**src/sms_loader_settings.svh**
```systemverilog
`ifndef SMS_LOADER_SETTINGS_SVH
`define SMS_LOADER_SETTINGS_SVH

// ======================================================================
// Download stream
// ======================================================================
`define SMS_ADDR_W      25                  // Host byte address
`define SMS_INDEX_W     8                   // Download index
`define SMS_CODE_INDEX  {`SMS_INDEX_W{1'b1}} // All ones selects cheat codes

// ======================================================================
// Cartridge memory
// ======================================================================
`define SMS_ROM_AW      22                  // ROM byte address
`define SMS_HDR_BYTES   512                 // Copier header size

// Backup RAM image, 64 sectors of 512 bytes
`define SMS_BK_SECTORS  64                  // Keep a power of two
`define SMS_LBA_W       32

`endif

```
**src/sms_loader_pkg.sv**
```systemverilog
`default_nettype none
`include "sms_loader_settings.svh"

package sms_loader_pkg;

	// ======================================================================
	// Host download side
	// ======================================================================
	typedef struct packed {
		logic                      active; // Download in progress
		logic                      wr;     // Byte strobe
		logic [`SMS_ADDR_W-1:0]    addr;
		logic [7:0]                data;
		logic [`SMS_INDEX_W-1:0]   index;  // Image kind from the host menu
	} dl_beat_t;

	typedef enum logic [1:0] {
		DL_NONE,
		DL_CART,
		DL_CODE
	} dl_kind_e;

	// ======================================================================
	// Cartridge and cheats
	// ======================================================================
	typedef struct packed {
		logic [`SMS_ROM_AW-1:0] addr;
		logic [7:0]             data;
		logic                   req;   // Toggles once per write
	} rom_wr_t;

	typedef struct packed {
		logic [`SMS_ROM_AW-1:0] mask;
		logic [`SMS_ROM_AW-1:0] mask512;  // Mask with header skipped
		logic                   has_hdr;
		logic                   gg;       // Game Gear image
	} cart_geom_t;

	// Lower offsets land in lower bytes of each word
	typedef struct packed {
		logic [31:0] flags;
		logic [31:0] addr;
		logic [31:0] compare;
		logic [31:0] replace;
	} cheat_code_t;

	// ======================================================================
	// Backup RAM sectors
	// ======================================================================
	typedef struct packed {
		logic [`SMS_LBA_W-1:0] lba;
		logic                  rd;
		logic                  wr;
	} sd_req_t;

	typedef enum logic [1:0] {
		BK_IDLE,
		BK_LOAD,
		BK_SAVE
	} bk_state_e;

endpackage

`default_nettype wire

```
**src/cart_geometry.sv**
```systemverilog
`timescale 1ns/100ps
`default_nettype none
`include "sms_loader_settings.svh"

module cart_geometry (
	input  wire                           clk_sys,
	input  wire                           arst_n,
	input  wire sms_loader_pkg::dl_beat_t dl,
	input  wire                           cart_dl,
	input  wire                           cart_start,
	input  wire                           cart_end,
	input  wire [`SMS_ROM_AW-1:0]         rom_raddr,
	output sms_loader_pkg::cart_geom_t    geom,
	output logic [`SMS_ROM_AW-1:0]        rom_addr
);

	localparam logic [`SMS_ADDR_W-1:0] hdr_addr = `SMS_HDR_BYTES;
	localparam logic [`SMS_ROM_AW-1:0] hdr_ofs  = `SMS_HDR_BYTES;
	localparam int                     hdr_bit  = $clog2(`SMS_HDR_BYTES);

	logic [`SMS_ROM_AW-1:0] mask, mask512;
	logic                   has_hdr, gg;
	logic                   cart_wr;
	logic [`SMS_ROM_AW-1:0] waddr;

	assign cart_wr = dl.wr & cart_dl;
	assign waddr   = dl.addr[`SMS_ROM_AW-1:0];

	always_ff @(posedge clk_sys or negedge arst_n) begin
		if (!arst_n) begin
			mask    <= '0;
			mask512 <= '0;
			has_hdr <= 1'b0;
			gg      <= 1'b0;
		end else begin
			if (cart_start) begin
				has_hdr <= 1'b0;
				gg      <= 1'b0;
			end
			if (cart_wr) begin
				// OR of all addresses gives size minus one
				mask    <= (dl.addr == '0) ? '0 : (mask | waddr);
				mask512 <= (dl.addr == hdr_addr) ? '0 : (mask512 | (waddr - hdr_ofs));
				gg      <= (dl.index[4:0] == 5'd2);
			end
			if (cart_end)
				has_hdr <= dl.addr[hdr_bit]; // Odd 512 block left over
		end
	end

	// Console read address translation
	always_comb begin
		if (has_hdr)
			rom_addr = (rom_raddr + hdr_ofs) & mask512;
		else
			rom_addr = rom_raddr & mask;
	end

	assign geom.mask    = mask;
	assign geom.mask512 = mask512;
	assign geom.has_hdr = has_hdr;
	assign geom.gg      = gg;

endmodule

`default_nettype wire

```
**src/cheat_code_assembler.sv**
```systemverilog
`timescale 1ns/100ps
`default_nettype none

module cheat_code_assembler (
	input  wire                           clk_sys,
	input  wire                           arst_n,
	input  wire sms_loader_pkg::dl_beat_t dl,
	input  wire                           code_dl,
	input  wire                           code_clear,
	output sms_loader_pkg::cheat_code_t   code,
	output logic                          code_valid
);

	logic [127:0] stage;      // Record being filled
	logic [127:0] stage_next;
	logic [127:0] rec;        // Last complete record
	logic [3:0]   offset;
	logic         code_wr;
	logic         last_byte;

	assign offset    = dl.addr[3:0];
	assign code_wr   = dl.wr & code_dl;
	assign last_byte = code_wr & (offset == 4'hf);

	// Word select inverted so flags end up on top
	always_comb begin
		stage_next = code_clear ? '0 : stage;
		if (code_wr)
			stage_next[{~offset[3:2], offset[1:0], 3'b000} +: 8] = dl.data;
	end

	always_ff @(posedge clk_sys) begin
		stage <= stage_next;
		if (code_clear)
			rec <= '0;
		if (last_byte)
			rec <= stage_next;
	end

	always_ff @(posedge clk_sys or negedge arst_n) begin
		if (!arst_n)
			code_valid <= 1'b0;
		else
			code_valid <= last_byte;
	end

	assign code = rec;

endmodule

`default_nettype wire

```
**src/loader_control.sv**
```systemverilog
`timescale 1ns/100ps
`default_nettype none
`include "sms_loader_settings.svh"

module loader_control (
	input  wire                      clk_sys,
	input  wire                      arst_n,
	input  wire sms_loader_pkg::dl_beat_t dl,
	input  wire                      bk_load,
	input  wire                      bk_save,
	input  wire                      img_mounted,
	input  wire                      img_readonly,
	input  wire                      img_nonzero,
	input  wire                      sd_ack,
	output logic                     cart_dl,
	output logic                     code_dl,
	output logic                     cart_start,
	output logic                     cart_end,
	output logic                     code_clear,
	output sms_loader_pkg::sd_req_t  sd,
	output logic                     bk_busy
);
	import sms_loader_pkg::*;

	dl_kind_e  kind;
	bk_state_e state;
	logic      cart_q;
	logic      bk_ena;
	logic      load_q, save_q, ack_q;
	logic      load_req, save_req;
	logic      load_rise, save_rise, auto_load;
	logic      ack_rise, ack_fall;

	// ======================================================================
	// Download classification
	// ======================================================================
	always_comb begin
		if (!dl.active)
			kind = DL_NONE;
		else if (dl.index == `SMS_CODE_INDEX)
			kind = DL_CODE;
		else
			kind = DL_CART;
	end

	assign cart_dl    = (kind == DL_CART);
	assign code_dl    = (kind == DL_CODE);
	assign cart_start = cart_dl & ~cart_q;
	assign cart_end   = ~cart_dl & cart_q;
	assign code_clear = dl.active & dl.wr & (dl.addr == '0); // First byte of any image

	assign load_req  = bk_load & bk_ena;
	assign save_req  = bk_save & bk_ena;
	assign load_rise = load_req & ~load_q;
	assign save_rise = save_req & ~save_q;
	assign auto_load = cart_end & img_nonzero & bk_ena;
	assign ack_rise  = sd_ack & ~ack_q;
	assign ack_fall  = ~sd_ack & ack_q;
	assign bk_busy   = (state != BK_IDLE);

	always_ff @(posedge clk_sys or negedge arst_n) begin
		if (!arst_n) begin
			cart_q <= 1'b0;
			bk_ena <= 1'b0;
			load_q <= 1'b0;
			save_q <= 1'b0;
			ack_q  <= 1'b0;
		end else begin
			cart_q <= cart_dl;
			load_q <= load_req;
			save_q <= save_req;
			ack_q  <= sd_ack;
			if (cart_start)
				bk_ena <= 1'b0;
			// Save image gets mounted while the cart is still loading
			if (cart_dl && img_mounted && !img_readonly)
				bk_ena <= 1'b1;
		end
	end

	// ======================================================================
	// Backup sector sequencer
	// ======================================================================
	always_ff @(posedge clk_sys or negedge arst_n) begin
		if (!arst_n) begin
			state <= BK_IDLE;
			sd    <= '0;
		end else begin
			if (ack_rise) begin
				sd.rd <= 1'b0;
				sd.wr <= 1'b0;
			end
			case (state)
				BK_IDLE: begin
					if (load_rise | save_rise) begin
						state  <= load_rise ? BK_LOAD : BK_SAVE;
						sd.lba <= '0;
						sd.rd  <= load_rise;
						sd.wr  <= ~load_rise;
					end
					if (auto_load) begin // End of cart download
						state  <= BK_LOAD;
						sd.lba <= '0;
						sd.rd  <= 1'b1;
						sd.wr  <= 1'b0;
					end
				end
				default: begin
					if (ack_fall) begin
						if (sd.lba == `SMS_BK_SECTORS - 1) begin
							state <= BK_IDLE; // Last sector done
						end else begin
							sd.lba <= sd.lba + 1'b1;
							sd.rd  <= (state == BK_LOAD);
							sd.wr  <= (state == BK_SAVE);
						end
					end
				end
			endcase
		end
	end

endmodule

`default_nettype wire

```
**src/rom_writer.sv**
```systemverilog
`timescale 1ns/100ps
`default_nettype none
`include "sms_loader_settings.svh"

module rom_writer (
	input  wire                      clk_sys,
	input  wire                      arst_n,
	input  wire sms_loader_pkg::dl_beat_t dl,
	input  wire                      cart_dl,
	input  wire                      cart_start,
	input  wire                      rom_ack,
	output sms_loader_pkg::rom_wr_t  rom_wr,
	output logic                     dl_wait
);

	logic [`SMS_ROM_AW-1:0] wr_cnt;  // Next ROM byte address
	logic [`SMS_ROM_AW-1:0] wr_addr;
	logic [7:0]             wr_data;
	logic                   req;
	logic                   cart_wr;

	assign cart_wr = dl.wr & cart_dl;

	// Request toggle and host stall
	always_ff @(posedge clk_sys or negedge arst_n) begin
		if (!arst_n) begin
			wr_cnt  <= '0;
			req     <= 1'b0;
			dl_wait <= 1'b0;
		end else if (cart_start) begin
			wr_cnt <= '0;
		end else if (cart_wr) begin
			dl_wait <= 1'b1;
			req     <= ~req;
		end else if (dl_wait && (req == rom_ack)) begin
			dl_wait <= 1'b0; // Memory caught up
			wr_cnt  <= wr_cnt + 1'b1;
		end
	end

	always_ff @(posedge clk_sys) begin
		if (cart_wr && !cart_start) begin
			wr_addr <= wr_cnt;
			wr_data <= dl.data;
		end
	end

	assign rom_wr.addr = wr_addr;
	assign rom_wr.data = wr_data;
	assign rom_wr.req  = req;

endmodule

`default_nettype wire

```
**src/sms_loader_top.sv**
```systemverilog
`timescale 1ns/100ps
`default_nettype none
`include "sms_loader_settings.svh"

module sms_loader_top (
	input  wire                           clk_sys,
	input  wire                           arst_n,
	// Host loader
	input  wire sms_loader_pkg::dl_beat_t dl,
	output wire                           dl_wait,
	// ROM memory
	output wire sms_loader_pkg::rom_wr_t  rom_wr,
	input  wire                           rom_ack,
	// Console reads
	input  wire [`SMS_ROM_AW-1:0]         rom_raddr,
	output wire [`SMS_ROM_AW-1:0]         rom_addr,
	output wire sms_loader_pkg::cart_geom_t geom,
	// Cheats
	output wire sms_loader_pkg::cheat_code_t code,
	output wire                           code_valid,
	// Backup RAM
	input  wire                           bk_load,
	input  wire                           bk_save,
	input  wire                           img_mounted,
	input  wire                           img_readonly,
	input  wire                           img_nonzero,
	output wire sms_loader_pkg::sd_req_t  sd,
	input  wire                           sd_ack,
	output wire                           bk_busy
);

	wire cart_dl, code_dl;
	wire cart_start, cart_end;
	wire code_clear;

	loader_control u_ctrl (
		.clk_sys      (clk_sys),
		.arst_n       (arst_n),
		.dl           (dl),
		.bk_load      (bk_load),
		.bk_save      (bk_save),
		.img_mounted  (img_mounted),
		.img_readonly (img_readonly),
		.img_nonzero  (img_nonzero),
		.sd_ack       (sd_ack),
		.cart_dl      (cart_dl),
		.code_dl      (code_dl),
		.cart_start   (cart_start),
		.cart_end     (cart_end),
		.code_clear   (code_clear),
		.sd           (sd),
		.bk_busy      (bk_busy)
	);

	rom_writer u_rom_wr (
		.clk_sys    (clk_sys),
		.arst_n     (arst_n),
		.dl         (dl),
		.cart_dl    (cart_dl),
		.cart_start (cart_start),
		.rom_ack    (rom_ack),
		.rom_wr     (rom_wr),
		.dl_wait    (dl_wait)
	);

	cart_geometry u_geom (
		.clk_sys    (clk_sys),
		.arst_n     (arst_n),
		.dl         (dl),
		.cart_dl    (cart_dl),
		.cart_start (cart_start),
		.cart_end   (cart_end),
		.rom_raddr  (rom_raddr),
		.geom       (geom),
		.rom_addr   (rom_addr)
	);

	cheat_code_assembler u_codes (
		.clk_sys    (clk_sys),
		.arst_n     (arst_n),
		.dl         (dl),
		.code_dl    (code_dl),
		.code_clear (code_clear),
		.code       (code),
		.code_valid (code_valid)
	);

endmodule

`default_nettype wire

```
**config.mk**
```make
export PLATFORM = sky130hd
export DESIGN_NAME = sms_loader_top
export DESIGN_NICKNAME = d
export VERILOG_FILES = /design/src/sms_loader_pkg.sv /design/src/cart_geometry.sv /design/src/cheat_code_assembler.sv /design/src/loader_control.sv /design/src/rom_writer.sv /design/src/sms_loader_top.sv
export VERILOG_INCLUDE_DIRS = /design/src
export SDC_FILE = /design/constraint.sdc
export NUM_CORES = 1
export LEC_CHECK = 0
export ABC_AREA = 1
export BUFFER_PORTS_ARGS = -buffer_cell sky130_fd_sc_hd__buf_2
export CORE_MARGIN = 3
export CORE_UTILIZATION = 42
export CTS_CLUSTER_SIZE = 12
export DETAILED_ROUTE_END_ITERATION = 16
export HOLD_SLACK_MARGIN = 0.08
export PLACE_DENSITY = 0.73
export SLEW_MARGIN = 0
export SYNTH_ARGS = -nofsm -noshare
export SYNTH_HDL_FRONTEND = slang
export SYNTH_SLANG_ARGS = --single-unit
```
**constraint.sdc**
```tcl
create_clock -name clk_sys -period 7.4 [get_ports clk_sys]
set_input_delay 1.85 -clock clk_sys [delete_from_list [all_inputs] [get_ports clk_sys]]
set_output_delay 1.85 -clock clk_sys [all_outputs]
set_load 0.005 [all_outputs]
```
==> results.cfg, run 1 <==
[worst_setup_path]
critPathMostFrequentCell = nand2_1
cp_slowest_cell = nor2_1
path_delay_family = simple AND/OR/NAND/NOR gates
startpoint_type = input pin
path_class = in2out
crit_path_cell_trace = buf_2, ha_1, nand3_1, nor2_1, nand2_1, nor2_1, nand2_1, a21oi_1, nand3_1, nand2_1, buf_2
critPathMaxFanout = 4
cp.arrival_ps = 3460
critPathRequiredTime_ps = 5550
slowest_delay_ps = 290
r2r_cells = 8
path_depth = 11
cp-end-kind = output port
path_buf_inv = 2

[power]
switching_share_pct = 26.2
pwr-share-seq_pct = 48.8
leakage_nw = 9.61
p_clk_share_pct = 42.0
pwr-share-comb_pct = 9.2
peakVddDrop_mv = 0.164
p_per_area_nw_per_um2 = 234
p_int_w = 0.00364
switchingPower_w = 0.00129

[synth]
ys_warn_count = 0
synth_most_common_cell = nand2_1
avgSynthCellArea_um2 = 8.65
synth_common_cells = nand2_1 (488), nand3_1 (286), nor2_1 (198)
synth_seq_area_share_pct = 57.2
synth.distinct_cells = 39
postSynth.asyncResetShare_pct = 28.1
ys_ff_latch = 398
syn_nets = 2128
yosysTopAreaCell = edfxtp_1
synth_top_area_share_pct = 26.8
synth_edf_count = 158
synth_flop_cell = edfxtp_1
syn_inst = 2045
synth.area.top_cells = edfxtp_1 (27%), dfrtp_1 (16%), dfxtp_1 (14%)
synthesis.area_um2 = 17700

[placement]
gp_congestion = 0.928
dp_hpwl_um = 37500
io_buffers = 337
placed_cells = 2834

[global_routing]
grt_pass1_wl_um = 83400
antenna_found_initial = 0
grt_max_degree = 104
grt_pass1_vias = 15200
grt_util_all_layers_pct = 23.3
overflow = 0

[cells_and_area]
fin_cells = 2912
drive_above_1_share_pct = 18.7
area.growth.synth_to_final_pct = 19.2
final_nets = 2430
diodes = 0

[clocking]
h-tree-depth = 2
numClockSinks = 398
cts_hold_buf = 0
postCtsSetupBuffers = 0
cts_buffers = 43
clockBufferDepth = 3
root_buffer = clkbuf_16
clk_pin_slew_ps = 50
cts_tree = yes
clkLatencyLatePin_ps = 570
cts_resized = 0

[hold_path]
hold_class = reg2reg
hold_path_depth = 2

[timing]
worstMarginPinSlew_ps = 1250
min_period_ps = 5310
setup_viol_count_final = 0
slew_headroom_pct = 16.2
max_freq_mhz = 188
slew_viol_final = 0
rsz0062_at_grt = false
fin_setup_tns_ps = 0
finalHoldViolCount = 0
finalCritPeriodShare_pct = 71.8
worst_clock_skew_ps = 16.1

[drt]
wl_per_cell_um = 18.4
drt_iter0_markers = 1510
drc = 0
totalWireLength_um = 53500
via_per_inst = 5.47
via_count = 15900
final_antenna_net_count = 0
firstDrtPassIters = 5

[die]
core_area_um2 = 41200
rows = 74
ios = 338
dieArea_um2 = 44600
die_x_um = 211
initial_core_util_pct = 42.9
die_y_um = 211

[job]
max-cap-violations = 0

[status]
status = finished clean
[placed cells by master, fill, tap and decap left out, drive strengths merged, types with 2 or more instances in the layout]
| cell type | Yosys | routed |
|---|---|---|
| a21oi | 158 | 158 |
| buf | 50 | 347 |
| clkbuf | 40 | 68 |
| clkinv | 4 | 12 |
| dfrtp | 112 | 112 |
| dfxtp | 128 | 128 |
| edfxtp | 158 | 158 |
| ha | 9 | 9 |
| inv | 155 | 155 |
| nand2 | 490 | 490 |
| nand3 | 286 | 286 |
| nand4 | 76 | 76 |
| nor2 | 211 | 211 |
| nor3 | 34 | 34 |
| o21a | 17 | 17 |
| o21ai | 61 | 61 |
| o21bai | 3 | 3 |
| o22a | 10 | 10 |
| o31ai | 8 | 8 |
| o32ai | 2 | 2 |
| or2 | 7 | 7 |
| xnor2 | 4 | 4 |
| xor2 | 13 | 13 |
[worst paths after layout]
check	slack (ps)	from	endpoint
worst max-delay path	2090	rom_raddr[9]	rom_addr[19]
worst min-delay path	480	u_codes.stage[91]$_DFF_P_	u_codes.stage[91]$_DFF_P_
worst max register to register	4030	u_ctrl.state[0]$_DFFE_PN0P_	u_ctrl.sd[12]$_DFFE_PN0P_
worst min register to register	480	u_codes.stage[91]$_DFF_P_	u_codes.stage[91]$_DFF_P_
max in group asynchronous	4790	arst_n	u_rom_wr.wr_cnt[4]$_DFFE_PN0P_
min in group asynchronous	1320	arst_n	u_geom.mask[11]$_DFFE_PN0P_
[metrics by stage]
stage	cell area (um2)	util, %	hold slack (ps)	setup slack (ps)	power, W
5_1_grt	21100	51.2	495	1950	0.00513
3_3_place_gp	19700	47.9	457	1940	0.00289
3_5_place_dp	19700	47.9	467	1750	0.00290
2_1_floorplan	17700	-	447	574	0.00271
4_1_cts	21100	51.2	476	2120	0.00497
6_report	21100	51.2	476	2090	0.00493
[power by group through the flow]
| stage | Combinational (W) | Clock (W) | Sequential (W) |
|---|---|---|---|
| floorplan | 0.000281 | 0 | 0.00243 |
| global placement | 0.000439 | 0 | 0.00245 |
| detailed placement | 0.000451 | 0 | 0.00245 |
| CTS | 0.000450 | 0.00211 | 0.00241 |
| global route | 0.000504 | 0.00220 | 0.00242 |
| finish | 0.000453 | 0.00207 | 0.00241 |
[metal layers]
metal	track usage, %	part of all wire (%)
met5	0	0
met4	8.24	3.3
met3	4.63	8.1
met2	37.9	47
met1	31.3	42
[tightest hold or removal path, stage by stage, from the launching register on]
cell     delay [ps]
dfxtp_1         290
nand3_1          80
nand2_1          50
[cell families after synthesis]
group / Yosys count / synth area share, %
and+or+nand+nor: 1108 / 27.5
DFF: 398 / 57.2
xor gates and xnor gates: 17 / 0.842
buffers and inverters: 249 / 5.71
adders and majority gates: 9 / 0.637
AOI/OAI and AO/OA: 264 / 8.19
[registers in the layout (all words and copies together), names as in the netlist, 2 cells and up]
register / cells
u_codes.code: 128
u_codes.stage: 128
u_ctrl.sd: 34
u_geom.mask512: 22
u_geom.mask: 22
u_rom_wr.wr_addr: 22
u_rom_wr.wr_cnt: 22
u_rom_wr.wr_data: 8
u_ctrl.state: 2
[area by class of cell]
type	instances	area [um2]
Fill cell	3767	20100
Tap cell	532	666
Clock buffer	68	1230
Inverter	159	598
Multi-Input combinational cell	1398	6590
Timing Repair Buffer	347	1780
Sequential cell	398	10100
Clock inverter	10	118
(Power assumes the default switching activity.)
==> run 2, diff against run 1 <==
--- a/config.mk
+++ b/config.mk
@@ -13,7 +13,7 @@
 export CTS_CLUSTER_SIZE = 12
 export DETAILED_ROUTE_END_ITERATION = 16
 export HOLD_SLACK_MARGIN = 0.08
-export PLACE_DENSITY = 0.73
+export PLACE_DENSITY = 0.76
 export SLEW_MARGIN = 0
 export SYNTH_ARGS = -nofsm -noshare
 export SYNTH_HDL_FRONTEND = slang
==> constraint.sdc (replaced) <==
create_clock -name clk_sys -period 4.3 [get_ports clk_sys]
set_input_delay 1.075 -clock clk_sys [delete_from_list [all_inputs] [get_ports clk_sys]]
set_output_delay 1.075 -clock clk_sys [all_outputs]
set_load 0.005 [all_outputs]
==> run 2 against run 1 <==
Global-route usage is 0.81 points higher. Cell count is 0.82% higher. Clock-buffer cell count is 1 higher. Setup slack worse by 1600 ps. Critical path depth is 6 lower. Critical path type is now reg2out. Worst hold slack worse by 3.3 ps. Sequential cell count stayed put. Critical endpoint is now rom_addr[9]. Power is 79% higher. Sequential share of layout area is 0.68 points lower. Via count is 0.55% higher.
==> results.cfg, run 2 (synthesis results as in run 1) <==
[status]
status = finished clean

[global_routing]
antenna_found_initial = 2
overflow = 0
grt_max_degree = 140
grt_pass1_vias = 15400
grt_util_all_layers_pct = 24.1
grt_pass1_wl_um = 85500

[clocking]
postCtsSetupBuffers = 0
h-tree-depth = 2
clockBufferDepth = 3
cts_tree = yes
cts_hold_buf = 0
numClockSinks = 398
clk_pin_slew_ps = 60
cts_buffers = 44
clkLatencyLatePin_ps = 560
root_buffer = clkbuf_16
cts_resized = 0

[placement]
io_buffers = 337
dp_hpwl_um = 39300
gp_congestion = 0.934

[die]
die_y_um = 211
ios = 338
initial_core_util_pct = 42.9
die_x_um = 211
core_area_um2 = 41200
rows = 74
dieArea_um2 = 44600

[power]
p_total_w = 0.00881
leakage_nw = 9.76
peakVddDrop_mv = 0.266
p_per_area_nw_per_um2 = 412

[worst_setup_path]
critPathRequiredTime_ps = 3220
crit_path_cell_trace = buf_4, clkinv_1, nand2_1, a21oi_1, buf_2
cp_slowest_cell = clkinv_1
slowest_delay_ps = 740
timing.rr.start = u_ctrl.sd[2]$_DFFE_PN0P_
startpoint_type = flip-flop
cp.arrival_ps = 2700
path_class = reg2out
crit_start = u_geom.has_hdr$_DFFE_PN0P_
critPathMaxFanout = 28
cp-end-kind = output port

[hold_path]
hold_class = reg2reg
holdCritStartpoint = u_codes.stage[126]$_DFF_P_

[drt]
drc = 0
via_count = 16000
wl_per_cell_um = 18.8
firstDrtPassIters = 5
final_antenna_net_count = 0
totalWireLength_um = 55300
drt_iter0_markers = 1424
via_per_inst = 5.46

[job]
max-cap-violations = 0

[cells_and_area]
final_common_cell = nand2_1
area.growth.synth_to_final_pct = 21.0
most-common-layout-cells = nand2_1 (487), buf_2 (336), nand3_1 (285)
drive_above_1_share_pct = 19.5
utilization_pct = 51.9
final_nets = 2449

[timing]
max_freq_mhz = 265
finalCritPeriodShare_pct = 87.7
worstMarginPinSlew_ps = 874
fin_setup_tns_ps = 0
slew_viol_final = 0
worst_clock_skew_ps = 13.9
slew_headroom_pct = 41.7
rsz0062_at_grt = false
min_period_ps = 3770
finalHoldViolCount = 0
setup_viol_count_final = 0
[run 2: critical path, delay by kind of cell, from the launching register on]
family | cells | cell delay [ps]
AND/OR/NAND/NOR | 1 | 430
buffers and inverters | 3 | 1240
AO/OA/AOI/OAI | 1 | 120
flip-flops | 1 | 320
[run 2: power breakdown]
group | switching (W) | internal, W | total [W]
Sequential | 0.000115 | 0.00402 | 0.00414
Combinational | 0.000594 | 0.000230 | 0.000823
Clock | 0.00154 | 0.00230 | 0.00385
Total | 0.00225 | 0.00656 | 0.00881
[run 2: worst paths after layout]
path                                                         to  slack, ps  depth (start not counted)
max in group asynchronous       u_rom_wr.wr_cnt[18]$_DFFE_PN0P_       2820                          2
worst min register to register       u_codes.stage[126]$_DFF_P_        470                          2
worst max-delay path                                rom_addr[9]        530                          5
worst max register to register      u_ctrl.state[1]$_DFFE_PN0P_       1970                         10
min in group asynchronous             u_ctrl.sd[29]$_DFFE_PN0P_        530                          1
worst min-delay path                 u_codes.stage[126]$_DFF_P_        470                          2
[run 2: metal layers]
| layer | global-route usage, % | share of wire, % | vias to the layer above |
|---|---|---|---|
| li1 | - | - | 7570 |
| met1 | 31.8 | 41 | 7623 |
| met2 | 39.6 | 47 | 720 |
| met3 | 4.96 | 8.1 | 114 |
| met4 | 8.98 | 3.7 | 0 |
| met5 | 0 | 0 | - |
[run 2: through the flow]
stage / instances / hold slack (ps) / setup slack, ps / area [um2]
after floorplan: 2045 / 447 / 146 / 17700
after CTS: 2933 / 475 / 524 / 21400
after global placement: 2852 / 456 / 618 / 19900
final: 2936 / 472 / 528 / 21400
after detailed placement: 2852 / 466 / 617 / 19900
after global routing: 2934 / 492 / 442 / 21400
[run 2: layout make-up]
cell class                      instances  area, um2
Clock inverter                         12        185
Clock buffer                           69       1290
Antenna cell                            3       7.51
Inverter                              159        598
Timing Repair Buffer                  365       1950
Multi-Input combinational cell       1398       6590
Sequential cell                       398      10100
Fill cell                            3783      19800
Tap cell                              532        666
==> run 3, diff against run 2 <==
--- a/config.mk
+++ b/config.mk
@@ -13,6 +13,7 @@
 export CTS_CLUSTER_SIZE = 12
 export DETAILED_ROUTE_END_ITERATION = 16
 export HOLD_SLACK_MARGIN = 0.08
+export MAX_ROUTING_LAYER = met4
 export PLACE_DENSITY = 0.76
 export SLEW_MARGIN = 0
 export SYNTH_ARGS = -nofsm -noshare
==> run 3 against run 2 <==
Sequential power is essentially flat. Sequential cell count is the same. Maximum frequency grew 1.7%. Non-clock buffer count is the same. Cell area shrank 0.42%. Die area is the same. Register-to-register slack lost 140 ps. Setup slack gained 63 ps. Largest cell class unchanged. Highest routed layer unchanged.
==> results.cfg, run 3 (synthesis results as in run 1) <==
[status]
status = finished clean

[placement]
dpl-instance-area_um2 = 19900
dp_hpwl_um = 39300
place_ws_ps = 634
io_buffers = 337
placed_cells = 2852
gp_congestion = 0.951

[timing]
finalHoldViolCount = 0
slew_viol_final = 0
max_freq_mhz = 270
worst_clock_skew_ps = 13.6
fin_setup_tns_ps = 0
worst_slack_ps = 591
rsz0062_at_grt = false
worstMarginPinSlew_ps = 908
setup_viol_count_final = 0
slew_headroom_pct = 39.5
finalCritPeriodShare_pct = 86.3
min_period_ps = 3710

[cells_and_area]
drive_above_1_share_pct = 19.2
fillers = 3751
most-common-layout-cells = nand2_1 (487), buf_2 (336), nand3_1 (285)
final_nets = 2448
final_common_cell = nand2_1
final_cell_area_um2 = 21300
fin_cells = 2932
area.growth.synth_to_final_pct = 20.5

[power]
p_total_w = 0.00856
leakage_nw = 9.72
peakVddDrop_mv = 0.247
p_per_area_nw_per_um2 = 402

[worst_setup_path]
path_class = reg2out
crit_path_cell_trace = buf_4, clkinv_1, nand2_1, a21oi_1, buf_2
cp_slowest_cell = clkinv_1
critPathMaxFanout = 28
startpoint_type = flip-flop
cp.arrival_ps = 2630
critPathRequiredTime_ps = 3220
cp-end-kind = output port
slowest_delay_ps = 720
r2r_cells = 10

[drt]
via_per_inst = 5.50
via_count = 16100
totalWireLength_um = 55100
wl_per_cell_um = 18.8
drt_iter0_markers = 1498
drc = 0
final_antenna_net_count = 0
firstDrtPassIters = 5

[clocking]
clk_pin_slew_ps = 60
cts_tree = yes
h-tree-depth = 2
cts_resized = 0
cts_hold_buf = 0
postCtsSetupBuffers = 0
numClockSinks = 398
root_buffer = clkbuf_16
clkLatencyLatePin_ps = 570
clockBufferDepth = 3
cts_buffers = 43

[global_routing]
grt_pass1_wl_um = 85100
grt_util_all_layers_pct = 24.8
antenna_found_initial = 3
overflow = 0
grt_max_degree = 140
grt_pass1_vias = 15300

[job]
max-cap-violations = 0

[hold_path]
hold_class = reg2reg
hold_path_depth = 2

[die]
die_y_um = 211
dieArea_um2 = 44600
rows = 74
initial_core_util_pct = 42.9
core_area_um2 = 41200
die_x_um = 211
ios = 338
-- run 3: layer usage --
| layer | global-route usage [%] | part of all wire, % |
|---|---|---|
| met4 | 9.33 | 3.4 |
| met1 | 31.7 | 41 |
| met3 | 4.44 | 8.1 |
| met2 | 39.8 | 47 |
| met5 | - | 0 |
-- run 3: worst paths after layout --
check                                      startpoint                          end  slack [ps]
max in group asynchronous                      arst_n    u_ctrl.sd[10]$_DFFE_PN0P_        2950
setup / recovery           u_geom.has_hdr$_DFFE_PN0P_                  rom_addr[9]         590
hold / removal              u_codes.stage[47]$_DFF_P_    u_codes.stage[47]$_DFF_P_         470
min in group asynchronous                      arst_n  u_geom.mask[12]$_DFFE_PN0P_         540
hold reg to reg             u_codes.stage[47]$_DFF_P_    u_codes.stage[47]$_DFF_P_         470
setup reg to reg             u_ctrl.sd[2]$_DFFE_PN0P_  u_ctrl.state[1]$_DFFE_PN0P_        1830
-- run 3: report_power, final --
| part | switching [W] | internal [W] |
|---|---|---|
| sequential | 0.000112 | 0.00402 |
| clock | 0.00151 | 0.00207 |
| combinational | 0.000604 | 0.000235 |
| total | 0.00222 | 0.00633 |
-- run 3: final cells by class --
type                            count  area (um2)  area share (%)
Antenna cell                        3        7.51          0.0352
Clock buffer                       67        1220            5.71
Timing Repair Buffer              365        1970            9.27
Tap cell                          532         666            3.12
Sequential cell                   398       10100            47.5
Multi-Input combinational cell   1398        6590            30.9
Inverter                          159         598            2.81
Clock inverter                     10         141           0.664
-- run 3: stage by stage --
step	utilization (%)	hold slack, ps
2_1_floorplan	-	447
3_3_place_gp	48.4	457
3_5_place_dp	48.4	464
4_1_cts	51.7	475
5_1_grt	51.7	495
6_report	51.7	474
-- run 3: worst max-delay path, delay by kind of cell (launching register included) --
family                 cells  cell delay (ps)
AO/OA/AOI/OAI              1              110
buffers and inverters      3             1190
flip-flops                 1              320
AND/OR/NAND/NOR            1              430
